--- config.mk ---
export PLATFORM = sky130hd
export DESIGN_NAME = prefetch_l0_top
export DESIGN_NICKNAME = d
export VERILOG_FILES = /design/src/rtl/prefetch_pkg.sv /design/src/rtl/line_fetch_if.sv /design/src/rtl/l0_line_buffer.sv /design/src/rtl/instr_aligner.sv /design/src/rtl/prefetch_l0_top.sv
export SDC_FILE = /design/constraint.sdc
export NUM_CORES = 1
export LEC_CHECK = 0
export ABC_CLOCK_PERIOD_IN_PS = 9600
export BUFFER_PORTS_ARGS = -buffer_cell sky130_fd_sc_hd__buf_2
export CORE_MARGIN = 1
export CORE_UTILIZATION = 60
export CTS_CLUSTER_DIAMETER = 150
export DETAILED_ROUTE_END_ITERATION = 8
export HOLD_SLACK_MARGIN = 0.15
export PLACE_DENSITY = 0.95
export SYNTH_ARGS = -nofsm -noshare
export SYNTH_HDL_FRONTEND = slang
export SYNTH_SLANG_ARGS = --single-unit
--- constraint.sdc ---
create_clock -name clk -period 9.6 [get_ports clk]
set_input_delay 0.96 -clock clk [delete_from_list [all_inputs] [get_ports clk]]
set_output_delay 0.96 -clock clk [all_outputs]
set_load 0.01 [all_outputs]
--- src/rtl/prefetch_pkg.sv ---
package prefetch_pkg;

  //////////////////////////////////////////////////////////////////////
  // widths
  //////////////////////////////////////////////////////////////////////

  localparam int ADDR_W         = 32;
  localparam int LINE_W         = 128;
  localparam int INSTR_W        = 32;
  localparam int HALF_W         = 16;
  localparam int WORDS_PER_LINE = LINE_W / INSTR_W;
  localparam int LINE_OFFSET_W  = 4;
  localparam int LINE_BYTES     = LINE_W / 8;

  // low opcode bits of an uncompressed instruction
  localparam logic [1:0] OPCODE_FULL = 2'b11;

  typedef logic [ADDR_W-1:0]  addr_t;
  typedef logic [LINE_W-1:0]  line_t;
  typedef logic [INSTR_W-1:0] instr_t;
  typedef logic [HALF_W-1:0]  half_t;

  //////////////////////////////////////////////////////////////////////
  // aligner FSM
  //////////////////////////////////////////////////////////////////////

  typedef enum logic [3:0] {
    IDLE, BRANCHED,
    NOT_VALID, NOT_VALID_GRANTED,
    NOT_VALID_CROSS, NOT_VALID_CROSS_GRANTED,
    VALID, VALID_CROSS, VALID_GRANTED, VALID_FETCH_DONE
  } aligner_state_e;

endpackage

--- src/rtl/line_fetch_if.sv ---
interface line_fetch_if;

  // aligner side requests
  logic                prefetch_req;
  prefetch_pkg::addr_t prefetch_addr;
  logic                branch;
  prefetch_pkg::addr_t branch_addr;

  // line buffer answers
  logic                fetch_gnt;
  logic                fetch_valid;
  prefetch_pkg::line_t line;
  prefetch_pkg::addr_t line_addr;
  logic                line_valid;

  modport buf_mp (
    input  prefetch_req, prefetch_addr, branch, branch_addr,
    output fetch_gnt, fetch_valid, line, line_addr, line_valid
  );

  modport align_mp (
    output prefetch_req, prefetch_addr, branch, branch_addr,
    input  fetch_gnt, fetch_valid, line, line_addr, line_valid
  );

endinterface

--- src/rtl/l0_line_buffer.sv ---
module l0_line_buffer (
  input  logic                clk,
  input  logic                rst_n,
  line_fetch_if.buf_mp        fetch,
  output logic                instr_req_o,
  output prefetch_pkg::addr_t instr_addr_o,
  input  logic                instr_gnt_i,
  input  logic                instr_rvalid_i,
  input  prefetch_pkg::line_t instr_rdata_i,
  output logic                busy_o
);

  typedef enum logic [1:0] {
    REQ_IDLE,
    REQ_WAIT_GNT,
    REQ_WAIT_RVALID
  } req_state_e;

  req_state_e          req_state_q;
  prefetch_pkg::addr_t req_addr_q;
  prefetch_pkg::addr_t pend_addr_q;
  prefetch_pkg::addr_t start_addr;
  prefetch_pkg::addr_t line_addr_q;
  prefetch_pkg::line_t line_q;
  logic                req_pf_q;
  logic                drop_q;
  logic                pend_q;
  logic                line_valid_q;
  logic                fetch_valid_q;
  logic                start_req;
  logic                start_pf;
  logic                resp_done;
  logic                resp_take;

  function automatic prefetch_pkg::addr_t line_base(input prefetch_pkg::addr_t a);
    return {a[prefetch_pkg::ADDR_W-1:prefetch_pkg::LINE_OFFSET_W],
            {prefetch_pkg::LINE_OFFSET_W{1'b0}}};
  endfunction

  // new request, branch first, then a deferred branch, then prefetch
  always_comb begin
    start_req  = 1'b0;
    start_pf   = 1'b0;
    start_addr = pend_addr_q;
    if (req_state_q == REQ_IDLE) begin
      if (fetch.branch) begin
        start_req  = 1'b1;
        start_addr = line_base(fetch.branch_addr);
      end else if (pend_q) begin
        start_req = 1'b1;
      end else if (fetch.prefetch_req) begin
        start_req  = 1'b1;
        start_pf   = 1'b1;
        start_addr = line_base(fetch.prefetch_addr);
      end
    end
  end

  // response may come together with the grant
  assign resp_done = instr_rvalid_i &&
                     ((req_state_q == REQ_WAIT_RVALID) ||
                      (req_state_q == REQ_WAIT_GNT && instr_gnt_i));
  assign resp_take = resp_done && !drop_q && !fetch.branch;

  always_ff @(posedge clk or negedge rst_n) begin
    if (!rst_n) begin
      req_state_q   <= REQ_IDLE;
      req_pf_q      <= 1'b0;
      drop_q        <= 1'b0;
      pend_q        <= 1'b0;
      line_valid_q  <= 1'b0;
      fetch_valid_q <= 1'b0;
    end else begin
      fetch_valid_q <= resp_take;
      case (req_state_q)
        REQ_IDLE: begin
          if (start_req) begin
            req_state_q <= REQ_WAIT_GNT;
            req_pf_q    <= start_pf;
            pend_q      <= 1'b0;
          end
        end
        REQ_WAIT_GNT: begin
          if (instr_gnt_i) begin
            req_state_q <= instr_rvalid_i ? REQ_IDLE : REQ_WAIT_RVALID;
          end
        end
        REQ_WAIT_RVALID: begin
          if (instr_rvalid_i) begin
            req_state_q <= REQ_IDLE;
          end
        end
        default: req_state_q <= REQ_IDLE;
      endcase
      if (resp_done) begin
        drop_q <= 1'b0;
      end
      // branch over a request in flight, its line is stale
      if (fetch.branch && req_state_q != REQ_IDLE) begin
        pend_q <= 1'b1;
        if (!resp_done) begin
          drop_q <= 1'b1;
        end
      end
      if (fetch.branch) begin
        line_valid_q <= 1'b0;
      end else if (resp_take) begin
        line_valid_q <= 1'b1;
      end
    end
  end

  always_ff @(posedge clk) begin
    if (start_req) begin
      req_addr_q <= start_addr;
    end
    if (fetch.branch) begin
      pend_addr_q <= line_base(fetch.branch_addr);
    end
    if (resp_take) begin
      line_q      <= instr_rdata_i;
      line_addr_q <= req_addr_q;
    end
  end

  assign instr_req_o       = (req_state_q == REQ_WAIT_GNT);
  assign instr_addr_o      = req_addr_q;
  assign busy_o            = (req_state_q != REQ_IDLE);
  // only a live prefetch grant is reported
  assign fetch.fetch_gnt   = instr_gnt_i && instr_req_o && req_pf_q && !drop_q;
  assign fetch.fetch_valid = fetch_valid_q;
  assign fetch.line        = line_q;
  assign fetch.line_addr   = line_addr_q;
  assign fetch.line_valid  = line_valid_q;

  a_req_addr_stable: assert property (@(posedge clk) disable iff (!rst_n)
    instr_req_o && !instr_gnt_i |=> instr_req_o && $stable(instr_addr_o))
    else $error("instr_addr_o changed before grant");

  a_no_stray_rvalid: assert property (@(posedge clk) disable iff (!rst_n)
    instr_rvalid_i |-> req_state_q != REQ_IDLE)
    else $error("instr_rvalid_i without outstanding request");

endmodule

--- src/rtl/instr_aligner.sv ---
module instr_aligner (
  input  logic                 clk,
  input  logic                 rst_n,
  input  logic                 req_i,
  input  logic                 branch_i,
  input  prefetch_pkg::addr_t  addr_i,
  input  logic                 ready_i,
  output logic                 valid_o,
  output prefetch_pkg::instr_t rdata_o,
  output prefetch_pkg::addr_t  addr_o,
  line_fetch_if.align_mp       fetch
);

  prefetch_pkg::aligner_state_e state_q;
  prefetch_pkg::aligner_state_e state_n;
  prefetch_pkg::addr_t          addr_q;
  prefetch_pkg::addr_t          addr_n;
  prefetch_pkg::addr_t          addr_step;
  prefetch_pkg::addr_t          line_base;
  prefetch_pkg::instr_t         last_q;
  prefetch_pkg::instr_t [prefetch_pkg::WORDS_PER_LINE-1:0] line_words;
  prefetch_pkg::instr_t         cur_word;
  prefetch_pkg::instr_t         w3_word;
  prefetch_pkg::half_t          hi_half;
  prefetch_pkg::half_t          lo_half;
  logic [1:0]                   next_word_idx;
  logic                         use_last;
  logic                         valid;
  logic                         do_fetch;
  logic                         save_last;
  logic                         xfer;
  logic                         line_hit;
  logic                         in_word3;
  logic                         leaves_line;
  logic                         aligned_comp;
  logic                         unaligned_comp;
  logic                         upper_comp;
  logic                         is_full;
  logic                         is_crossword;
  logic                         next_is_crossword;

  //////////////////////////////////////////////////////////////////////
  // instruction decode
  //////////////////////////////////////////////////////////////////////

  assign line_words = fetch.line;

  // word 3 comes from the saved copy once the next line is requested
  assign use_last = (state_q == prefetch_pkg::VALID_CROSS) ||
                    (state_q == prefetch_pkg::VALID_GRANTED) ||
                    (state_q == prefetch_pkg::VALID_FETCH_DONE) ||
                    (state_q == prefetch_pkg::NOT_VALID_CROSS_GRANTED);

  assign next_word_idx = addr_q[3:2] + 2'd1;
  assign cur_word      = use_last ? last_q : line_words[addr_q[3:2]];
  assign w3_word       = use_last ? last_q : line_words[prefetch_pkg::WORDS_PER_LINE-1];

  assign aligned_comp   = cur_word[1:0] != prefetch_pkg::OPCODE_FULL;
  assign unaligned_comp = cur_word[17:16] != prefetch_pkg::OPCODE_FULL;
  assign upper_comp     = w3_word[17:16] != prefetch_pkg::OPCODE_FULL;
  assign is_full        = addr_q[1] ? !unaligned_comp : !aligned_comp;

  assign is_crossword      = (addr_q[3:1] == 3'b111) && !upper_comp;
  assign next_is_crossword = ((addr_q[3:1] == 3'b110) && aligned_comp && !upper_comp) ||
                             ((addr_q[3:1] == 3'b101) && !unaligned_comp && !upper_comp);

  assign in_word3  = (addr_q[3:2] == 2'b11);
  assign addr_step = addr_q + (is_full ? prefetch_pkg::addr_t'(4) : prefetch_pkg::addr_t'(2));
  assign leaves_line =
    addr_step[prefetch_pkg::ADDR_W-1:prefetch_pkg::LINE_OFFSET_W] !=
    addr_q[prefetch_pkg::ADDR_W-1:prefetch_pkg::LINE_OFFSET_W];
  assign line_base = {addr_q[prefetch_pkg::ADDR_W-1:prefetch_pkg::LINE_OFFSET_W],
                      {prefetch_pkg::LINE_OFFSET_W{1'b0}}};
  assign line_hit  = fetch.line_valid &&
    (fetch.line_addr[prefetch_pkg::ADDR_W-1:prefetch_pkg::LINE_OFFSET_W] ==
     addr_q[prefetch_pkg::ADDR_W-1:prefetch_pkg::LINE_OFFSET_W]);

  // output valid per state
  always_comb begin
    case (state_q)
      prefetch_pkg::VALID:            valid = line_hit && !is_crossword;
      prefetch_pkg::VALID_GRANTED:    valid = !is_crossword;
      prefetch_pkg::VALID_CROSS:      valid = 1'b1;
      prefetch_pkg::VALID_FETCH_DONE: valid = 1'b1;
      default:                        valid = 1'b0;
    endcase
  end

  assign valid_o = valid && !branch_i;
  assign xfer    = valid_o && ready_i;

  //////////////////////////////////////////////////////////////////////
  // next state
  //////////////////////////////////////////////////////////////////////

  always_comb begin
    state_n   = state_q;
    addr_n    = xfer ? addr_step : addr_q;
    do_fetch  = 1'b0;
    save_last = 1'b0;
    case (state_q)
      prefetch_pkg::IDLE: begin
        // nothing until the first branch
      end
      prefetch_pkg::BRANCHED: begin
        if (fetch.fetch_valid) state_n = prefetch_pkg::VALID;
      end
      prefetch_pkg::NOT_VALID: begin
        do_fetch = 1'b1;
        if (fetch.fetch_gnt) state_n = prefetch_pkg::NOT_VALID_GRANTED;
      end
      prefetch_pkg::NOT_VALID_GRANTED: begin
        if (fetch.fetch_valid) state_n = prefetch_pkg::VALID;
      end
      prefetch_pkg::NOT_VALID_CROSS: begin
        do_fetch = 1'b1;
        if (fetch.fetch_gnt) begin
          save_last = 1'b1;
          state_n   = prefetch_pkg::NOT_VALID_CROSS_GRANTED;
        end
      end
      prefetch_pkg::NOT_VALID_CROSS_GRANTED: begin
        if (fetch.fetch_valid) state_n = prefetch_pkg::VALID_CROSS;
      end
      prefetch_pkg::VALID: begin
        do_fetch = in_word3;
        if (fetch.fetch_gnt) begin
          // line is still current here, keep its word 3
          save_last = 1'b1;
          if (xfer && leaves_line) state_n = prefetch_pkg::NOT_VALID_GRANTED;
          else if (xfer ? next_is_crossword : is_crossword)
            state_n = prefetch_pkg::NOT_VALID_CROSS_GRANTED;
          else state_n = prefetch_pkg::VALID_GRANTED;
        end else if (is_crossword) begin
          state_n = prefetch_pkg::NOT_VALID_CROSS;
        end else if (xfer) begin
          if (leaves_line) state_n = prefetch_pkg::NOT_VALID;
          else if (next_is_crossword) state_n = prefetch_pkg::NOT_VALID_CROSS;
        end
      end
      prefetch_pkg::VALID_CROSS: begin
        if (xfer) state_n = prefetch_pkg::VALID;
      end
      prefetch_pkg::VALID_GRANTED: begin
        if (is_crossword) begin
          state_n = fetch.fetch_valid ? prefetch_pkg::VALID_CROSS
                                      : prefetch_pkg::NOT_VALID_CROSS_GRANTED;
        end else if (xfer && leaves_line) begin
          state_n = fetch.fetch_valid ? prefetch_pkg::VALID : prefetch_pkg::NOT_VALID_GRANTED;
        end else if (fetch.fetch_valid) begin
          state_n = prefetch_pkg::VALID_FETCH_DONE;
        end
      end
      prefetch_pkg::VALID_FETCH_DONE: begin
        if (xfer && leaves_line) state_n = prefetch_pkg::VALID;
      end
      default: state_n = prefetch_pkg::IDLE;
    endcase

    // branches always win
    if (branch_i) begin
      addr_n  = addr_i;
      state_n = (state_q == prefetch_pkg::IDLE && !req_i) ? prefetch_pkg::IDLE
                                                           : prefetch_pkg::BRANCHED;
    end
  end

  always_ff @(posedge clk or negedge rst_n) begin
    if (!rst_n) begin
      state_q <= prefetch_pkg::IDLE;
      addr_q  <= '0;
    end else begin
      state_q <= state_n;
      addr_q  <= addr_n;
    end
  end

  always_ff @(posedge clk) begin
    if (save_last) last_q <= line_words[prefetch_pkg::WORDS_PER_LINE-1];
  end

  //////////////////////////////////////////////////////////////////////
  // outputs
  //////////////////////////////////////////////////////////////////////

  // unaligned upper half comes from the next word, wrapping into the next line
  assign lo_half = addr_q[1] ? cur_word[31:16] : cur_word[15:0];
  assign hi_half = addr_q[1] ? line_words[next_word_idx][15:0] : cur_word[31:16];
  assign rdata_o = is_full ? {hi_half, lo_half} : {16'h0000, lo_half};
  assign addr_o  = addr_q;

  assign fetch.prefetch_req  = do_fetch;
  assign fetch.prefetch_addr = in_word3 ? line_base + prefetch_pkg::addr_t'(prefetch_pkg::LINE_BYTES)
                                        : line_base;
  assign fetch.branch        = branch_i;
  assign fetch.branch_addr   = addr_i;

  a_branch_kills_valid: assert property (@(posedge clk) disable iff (!rst_n)
    branch_i |-> !valid_o ##1 !valid_o)
    else $error("valid_o raised across a branch");

  a_crossword_exclusive: assert property (@(posedge clk) disable iff (!rst_n)
    !(is_crossword && next_is_crossword))
    else $error("crossword and next crossword at once");

endmodule

--- src/rtl/prefetch_l0_top.sv ---
module prefetch_l0_top (
  input  logic                 clk,
  input  logic                 rst_n,
  input  logic                 req_i,
  input  logic                 branch_i,
  input  prefetch_pkg::addr_t  addr_i,
  input  logic                 ready_i,
  output logic                 valid_o,
  output prefetch_pkg::instr_t rdata_o,
  output prefetch_pkg::addr_t  addr_o,
  output logic                 instr_req_o,
  output prefetch_pkg::addr_t  instr_addr_o,
  input  logic                 instr_gnt_i,
  input  logic                 instr_rvalid_i,
  input  prefetch_pkg::line_t  instr_rdata_i,
  output logic                 busy_o
);

  line_fetch_if u_fetch_if ();

  // memory side
  l0_line_buffer u_line_buffer (
    .clk            (clk),
    .rst_n          (rst_n),
    .fetch          (u_fetch_if),
    .instr_req_o    (instr_req_o),
    .instr_addr_o   (instr_addr_o),
    .instr_gnt_i    (instr_gnt_i),
    .instr_rvalid_i (instr_rvalid_i),
    .instr_rdata_i  (instr_rdata_i),
    .busy_o         (busy_o)
  );

  // core side
  instr_aligner u_aligner (
    .clk      (clk),
    .rst_n    (rst_n),
    .req_i    (req_i),
    .branch_i (branch_i),
    .addr_i   (addr_i),
    .ready_i  (ready_i),
    .valid_o  (valid_o),
    .rdata_o  (rdata_o),
    .addr_o   (addr_o),
    .fetch    (u_fetch_if)
  );

endmodule

==> results.json, run 1 <==
{
  "outcome": "complete, but fails checks",
  "violations": "design-rule violations",
  "combinationalPowerShare_pct": 23.9,
  "die_x_um": 152,
  "grt_first_pass_wirelength_um": 59700,
  "area_growth_syn_to_layout_pct": 18.0,
  "arrival_ns": 5.37,
  "fin_crit_sh_pct": 50.9,
  "synthTopCellsByArea": "edfxtp_1 54%, mux4_2 8.0%, dfrtp_1 7.9%",
  "antenna_found_initial": 11,
  "core_um2": 22000,
  "synth_area_um2": 13600,
  "detail-route-antenna-nets": 0,
  "drt_iter0_markers": 1382,
  "synth_flop_cell": "edfxtp_1",
  "path_clk_slew_ns": 0.07,
  "synth_seq_cells": 287,
  "grt_usage_pct": 33.9,
  "cp-start-kind": "flop",
  "numPortBuffers": 261,
  "worst-path-buf-inv": 2,
  "cts_num_sinks": 287,
  "synth_area_leader_cell": "edfxtp_1",
  "path_cells": "buf_4 > mux4_2 > and4_4 > nor2_1 > nand2_1 > nand2_1 > inv_1 > ha_1 > nor4b_4 > o21a_2 > and2_4 > nand3_2 > or4_1 > nand3_1",
  "end_kind": "flop",
  "final_cell_mix": "261 x buf_2, 244 x edfxtp_1, 116 x nand2_1",
  "switching_share_pct": 31.0,
  "slew_headroom_pct": 16.0,
  "yosysTopAreaCellShare_pct": 54.1,
  "grt_pass1_vias": 10340,
  "worstSkewPairLatency_ns": 0.57,
  "pin_count": 266,
  "r2r_start": "u_aligner.addr_o[2]",
  "critPathLaunch": "u_aligner.addr_o[2]",
  "cpMaxStageDelayCell": "buf_4",
  "drc_errors": 22,
  "initial_core_util_pct": 61.7,
  "synth-async-reset-ratio_pct": 15.0,
  "p_int_mw": 2.53,
  "hold_path_class": "flop to flop",
  "cts_hold_buf": 0,
  "fmax_ghz": 0.205,
  "slowest_delay_ns": 0.68,
  "p_leak_nw": 5.97,
  "wl_per_cell_um": 25.1,
  "cpMostUsedCell": "nand2_1",
  "hold_violations": 0,
  "synth_edf_count": 244,
  "gp_congestion": 0.891,
  "setup_viol": 0,
  "vias_per_cell": 6.73,
  "die_area_um2": 23200,
  "htreeDepth": 1,
  "fin_nets": 1411,
  "final_cells": 1552,
  "cts_tree": "yes",
  "cts_made_buffers": 29,
  "path_max_fanout": 54,
  "min_period_ns": 4.89,
  "cap_violations": 0,
  "cts_resized": 0,
  "critical-path-top-delay-family": "simple AND/OR/NAND/NOR gates",
  "tns_ns": 0,
  "drive_above_1_share_pct": 32.1,
  "postCtsSetupBuffers": 0,
  "critPathKind": "flop to flop",
  "yosysWarningCount": 0,
  "dp.cells": 1489,
  "vdd.ir_drop.worst_mv": 0.184,
  "crit_cells": 14,
  "dr.pass1.iters": 7,
  "dpl.hpwl_um": 25600,
  "wirelength_um": 38900,
  "power_density_nw_per_um2": 229,
  "clkPwrFrac_pct": 30.8,
  "sequentialPowerShare_pct": 45.3,
  "cp_data_required_time_ns": 10.09,
  "final_common_cell": "buf_2",
  "fp-row-count": 54,
  "finClkSkew_ns": 0.0169,
  "via_count": 10450,
  "rrSetupSlack_ns": 4.71,
  "r2r-end": "u_aligner.addr_o[28]",
  "fin_util_pct": 72.8,
  "synth-seq-area-share_pct": 62.0,
  "die_h_um": 152,
  "syn_avg_cell_area_um2": 13.5,
  "syn_inst": 1007,
  "cts-root-buf": "clkbuf_16",
  "worstMarginPinSlew_ns": 1.26,
  "grt_max_degree": 76,
  "min_from": "u_line_buffer.instr_addr_o[25]",
  "crit_path_end": "u_aligner.addr_o[28]",
  "gr-total-overflow": 0,
  "clk_path_buf_depth": 3,
  "r2r_cells": 14,
  "rsz0062_at_grt": "no",
  "final_max_slew_viol_count": 0,
  "yosysUniqueCellTypes": 78,
  "switchingPower_mw": 1.14
}
==> cells in the mapped netlist (3+ instances only) <==
cell        n
mux2_1      3
nor2b_1     3
o21ai_0    35
a211oi_1    4
buf_1       6
mux2_2     16
inv_1      10
nand3_1    16
or3_1       3
o31ai_1     3
o21ai_1     7
and3_1      7
mux4_2     48
nor3_1     16
or4_1       3
o211ai_1   11
o22ai_1    57
dfrtp_1    43
a221o_1     5
buf_2       9
nand2_1   116
nand4_1    19
mux2i_1    21
ha_1        3
xor2_1     21
o32ai_1     3
buf_4       4
edfxtp_1  244
o311ai_1    7
nand2b_1    5
xnor2_1    42
clkbuf_1   53
a21oi_1    57
a31oi_1     9
nor2_1     45
nor4_1      6
==> worst reg2reg max path, cell delays in order (launching register included) <==
cell and delay, ns:
dfrtp_2 0.35, buf_4 0.68, mux4_2 0.64, and4_4 0.24, nor2_1 0.16, nand2_1 0.12, nand2_1 0.66, inv_1 0.10
ha_1 0.30, nor4b_4 0.23, o21a_2 0.22, and2_4 0.18, nand3_2 0.28, or4_1 0.54, nand3_1 0.10
==> kinds of logic (layout without fill, tap and decap cells) <==
family	after synthesis	count (layout)	share of synthesized area [%]
flip-flops	287	287	62.0
AND/OR/NAND/NOR	258	258	9.21
AO/OA/AOI/OAI	220	220	10.4
multiplexers	89	89	11.2
buffers and inverters	85	338	2.66
XOR/XNOR	63	63	4.07
adder cells (fa/ha/maj)	4	4	0.425
other	1	13	0.0277
==> cell type report <==
class,count,area [um^2]
multi-input combinational,638,4820
clock buffer,40,807
antenna,9,22.5
inverter,11,41.3
sequential,287,8410
tap,280,350
timing repair buffer,273,1400
clock inverter,14,144
fill,1293,5970
==> worst min-delay path by stage <==
| stage | to | slack (ns) | cells after the start |
|---|---|---|---|
| 2_1_floorplan | u_aligner.last_q[18] | 0.42 | 0 |
| 3_3_place_gp | u_line_buffer.fetch.line_addr[15] | 0.42 | 0 |
| 3_5_place_dp | u_line_buffer.fetch.line_addr[11] | 0.43 | 0 |
| 4_1_cts | u_aligner.last_q[23] | 0.45 | 0 |
| 5_1_grt | u_line_buffer.fetch.line_addr[23] | 0.46 | 0 |
| 6_report | u_line_buffer.fetch.line_addr[25] | 0.45 | 0 |
==> power by group through the flow <==
stage	clock [mW]	combinational (mW)	sequential [mW]
CTS	1.13	0.864	1.66
global route	1.17	0.933	1.68
detailed placement	0	0.845	1.68
global placement	0	0.817	1.67
finish	1.13	0.878	1.66
floorplan	0	0.541	1.66
==> metal layers <==
| metal | vias to the layer above | routed length [um] | global-route usage (%) | part of all wire [%] |
|---|---|---|---|---|
| li1 | 4382 | - | - | - |
| met1 | 4988 | 13400 | 43.1 | 34 |
| met3 | 155 | 4670 | 7.11 | 12 |
| met4 | 0 | 2030 | 15.7 | 5.2 |
| met2 | 925 | 18900 | 56.2 | 48 |
| met5 | - | 0 | 0 | 0 |
==> flip-flops by register name (all words and copies together) (netlist names) <==
signal                           cells
u_aligner.addr_o                    32
u_aligner.last_q                    32
u_aligner.state_q                    4
u_line_buffer.drop_q                 1
u_line_buffer.fetch.fetch_valid      1
u_line_buffer.fetch.line           128
u_line_buffer.fetch.line_addr       28
u_line_buffer.fetch.line_valid       1
u_line_buffer.instr_addr_o          28
u_line_buffer.pend_addr_q           28
u_line_buffer.pend_q                 1
u_line_buffer.req_pf_q               1
u_line_buffer.req_state_q            2
==> stage by stage <==
stage          power [mW]  worst slack (ns)  hold WS [ns]  instance area [um^2]
2_1_floorplan        2.20              4.15         0.421                 13600
3_3_place_gp         2.49              4.99         0.425                 15000
3_5_place_dp         2.52              4.83         0.432                 15000
4_1_cts              3.65              4.73         0.446                 16000
5_1_grt              3.78              4.34         0.456                 16000
6_report             3.67              4.71         0.448                 16000
Power figures use the tool's default switching activity.
==> inputs of run 2 (changes only) <==
--- a/config.mk
+++ b/config.mk
@@ -5,14 +5,14 @@
 export SDC_FILE = /design/constraint.sdc
 export NUM_CORES = 1
 export LEC_CHECK = 0
-export ABC_CLOCK_PERIOD_IN_PS = 9600
+export ABC_CLOCK_PERIOD_IN_PS = 4800
 export BUFFER_PORTS_ARGS = -buffer_cell sky130_fd_sc_hd__buf_2
 export CORE_MARGIN = 1
-export CORE_UTILIZATION = 60
+export CORE_UTILIZATION = 56
 export CTS_CLUSTER_DIAMETER = 150
 export DETAILED_ROUTE_END_ITERATION = 8
 export HOLD_SLACK_MARGIN = 0.15
-export PLACE_DENSITY = 0.95
+export PLACE_DENSITY = 0.9
 export SYNTH_ARGS = -nofsm -noshare
 export SYNTH_HDL_FRONTEND = slang
 export SYNTH_SLANG_ARGS = --single-unit
==> constraint.sdc (replaced) <==
create_clock -name clk -period 4.8 [get_ports clk]
set_input_delay 0.48 -clock clk [delete_from_list [all_inputs] [get_ports clk]]
set_output_delay 0.48 -clock clk [all_outputs]
set_load 0.01 [all_outputs]
==> results.json, run 2 (synthesis results as in run 1) <==
{
  "fin_crit_sh_pct": 91.4,
  "path_cells": "buf_4 > ha_1 > mux4_2 > nand2_1 > a21oi_1 > buf_2",
  "grt_max_degree": 134,
  "detail-route-antenna-nets": 0,
  "slew_headroom_pct": 21.6,
  "final_cell_mix": "261 x buf_2, 244 x edfxtp_1, 153 x dlygate4sd3_1",
  "cts_made_buffers": 29,
  "holdPathEnd": "u_line_buffer.pend_addr_q[23]",
  "fmax_ghz": 0.228,
  "antenna_found_initial": 5,
  "critPathLaunch": "u_aligner.addr_o[2]",
  "cts_tree": "yes",
  "power_mw": 7.58,
  "vias_per_cell": 6.79,
  "final_common_cell": "buf_2",
  "drc_errors": 0,
  "cp-start-kind": "flop",
  "fin_util_pct": 74.5,
  "fp-row-count": 56,
  "worstMarginPinSlew_ns": 1.18,
  "die_area_um2": 24800,
  "cts-root-buf": "clkbuf_16",
  "worst-path-buf-inv": 2,
  "path_max_fanout": 27,
  "critPathKind": "flop to primary output",
  "largest_register_ffs": 128,
  "dpl.hpwl_um": 25600,
  "grt_first_pass_wirelength_um": 71600,
  "grt_pass1_vias": 11704,
  "end_kind": "primary output",
  "htreeDepth": 1,
  "power_density_nw_per_um2": 431,
  "path_clk_slew_ns": 0.07,
  "numPortBuffers": 261,
  "final_max_slew_viol_count": 0,
  "hold_path_class": "input pin to flop",
  "dr.pass1.iters": 8,
  "rrSetupSlack_ns": 0.44,
  "nFillCells": 1309,
  "tns_ns": 0,
  "gr-total-overflow": 0,
  "wirelength_um": 48800,
  "arrival_ns": 3.91,
  "slowest_delay_ns": 1.02,
  "whs_path_depth": 1,
  "cap_violations": 0,
  "wl_per_cell_um": 27.9,
  "setup_viol": 0,
  "gp_congestion": 0.911,
  "min_from": "addr_i[23]",
  "r2r_cells": 13,
  "critical-path-top-delay-family": "adder cells",
  "hold_violations": 0,
  "area_growth_syn_to_layout_pct": 29.8,
  "cp_data_required_time_ns": 4.32,
  "initial_core_util_pct": 57.4,
  "crit_cells": 6,
  "via_count": 11859,
  "timing.hold.ws_ns": 0.155,
  "rsz0062_at_grt": "no",
  "drt_iter0_markers": 1972,
  "p_leak_nw": 6.63,
  "cts_num_sinks": 287,
  "worstSkewPairLatency_ns": 0.58,
  "pin_count": 266,
  "grt_usage_pct": 40.0,
  "min_period_ns": 4.39,
  "finClkSkew_ns": 0.0331,
  "core_um2": 23600,
  "vdd.ir_drop.worst_mv": 0.359,
  "r2r_start": "u_aligner.state_q[3]",
  "cpMaxStageDelayCell": "ha_1",
  "clk_path_buf_depth": 3,
  "drive_above_1_share_pct": 29.1,
  "fin_nets": 1572,
  "die_x_um": 158,
  "r2r-end": "u_aligner.addr_o[27]",
  "die_h_um": 158,
  "postCtsSetupBuffers": 0,
  "outcome": "finished, final reports clean"
}
[run 2: layout make-up]
cell class,instances,area (um^2),area share (%)
flip-flops and latches,287,8410,47.8
multi-input cells,638,4820,27.4
repair buffers,434,3000,17.0
clock buffers,35,748,4.25
well taps,319,399,2.27
clock inverters,18,171,0.974
inverters,11,41.3,0.235
diodes,5,12.5,0.0711
[run 2: worst max path at each step]
stage / end
2_1_floorplan: u_aligner.state_q[0]
3_3_place_gp: u_aligner.addr_o[27]
3_5_place_dp: u_aligner.addr_o[27]
4_1_cts: rdata_o[24]
5_1_grt: rdata_o[25]
6_report: rdata_o[25]
[run 2: what timing repair did]
item                                    in CTS  in global routing
hold endpoints to repair                   195                  0
endpoints found under the setup margin       0                  0
gates resized for setup                      0                  0
hold buffers                               153                  0
[run 2: worst reg2reg max path, stage by stage (launching register included)]
cell and delay, ns:
dfrtp_1 0.56, or3b_1 0.52, a21oi_4 0.27, nor2_1 0.10
nand2_1 0.16, nand2_1 0.31, buf_4 0.32, fa_1 0.46
and3b_1 0.31, nand2_1 0.22, nor4_1 0.37, nand2_1 0.18
or3_1 0.33, a31oi_1 0.17
[run 2: power by group]
part,internal [mW],switching (mW)
logic,0.795,1.17
registers,3.07,0.250
clock network,1.23,1.06
[run 2: metrics by stage]
step	setup slack [ns]	area, um^2	std cells
global placement	0.885	15100	1536
global route	0.199	17600	1745
finish	0.414	17600	1747
floorplan	1.01	13600	1010
CTS	0.464	17600	1742
detailed placement	0.710	15100	1536
[run 2: metal layers]
metal | part of all wire, % | wire, um | up-vias | track usage (%)
met2 | 47 | 23000 | 1265 | 65.6
met3 | 13 | 6240 | 351 | 11.7
met5 | 0 | 0 | - | 0
met1 | 31 | 14900 | 5548 | 44.5
met4 | 9.5 | 4650 | 0 | 29.8
li1 | - | - | 4695 | -
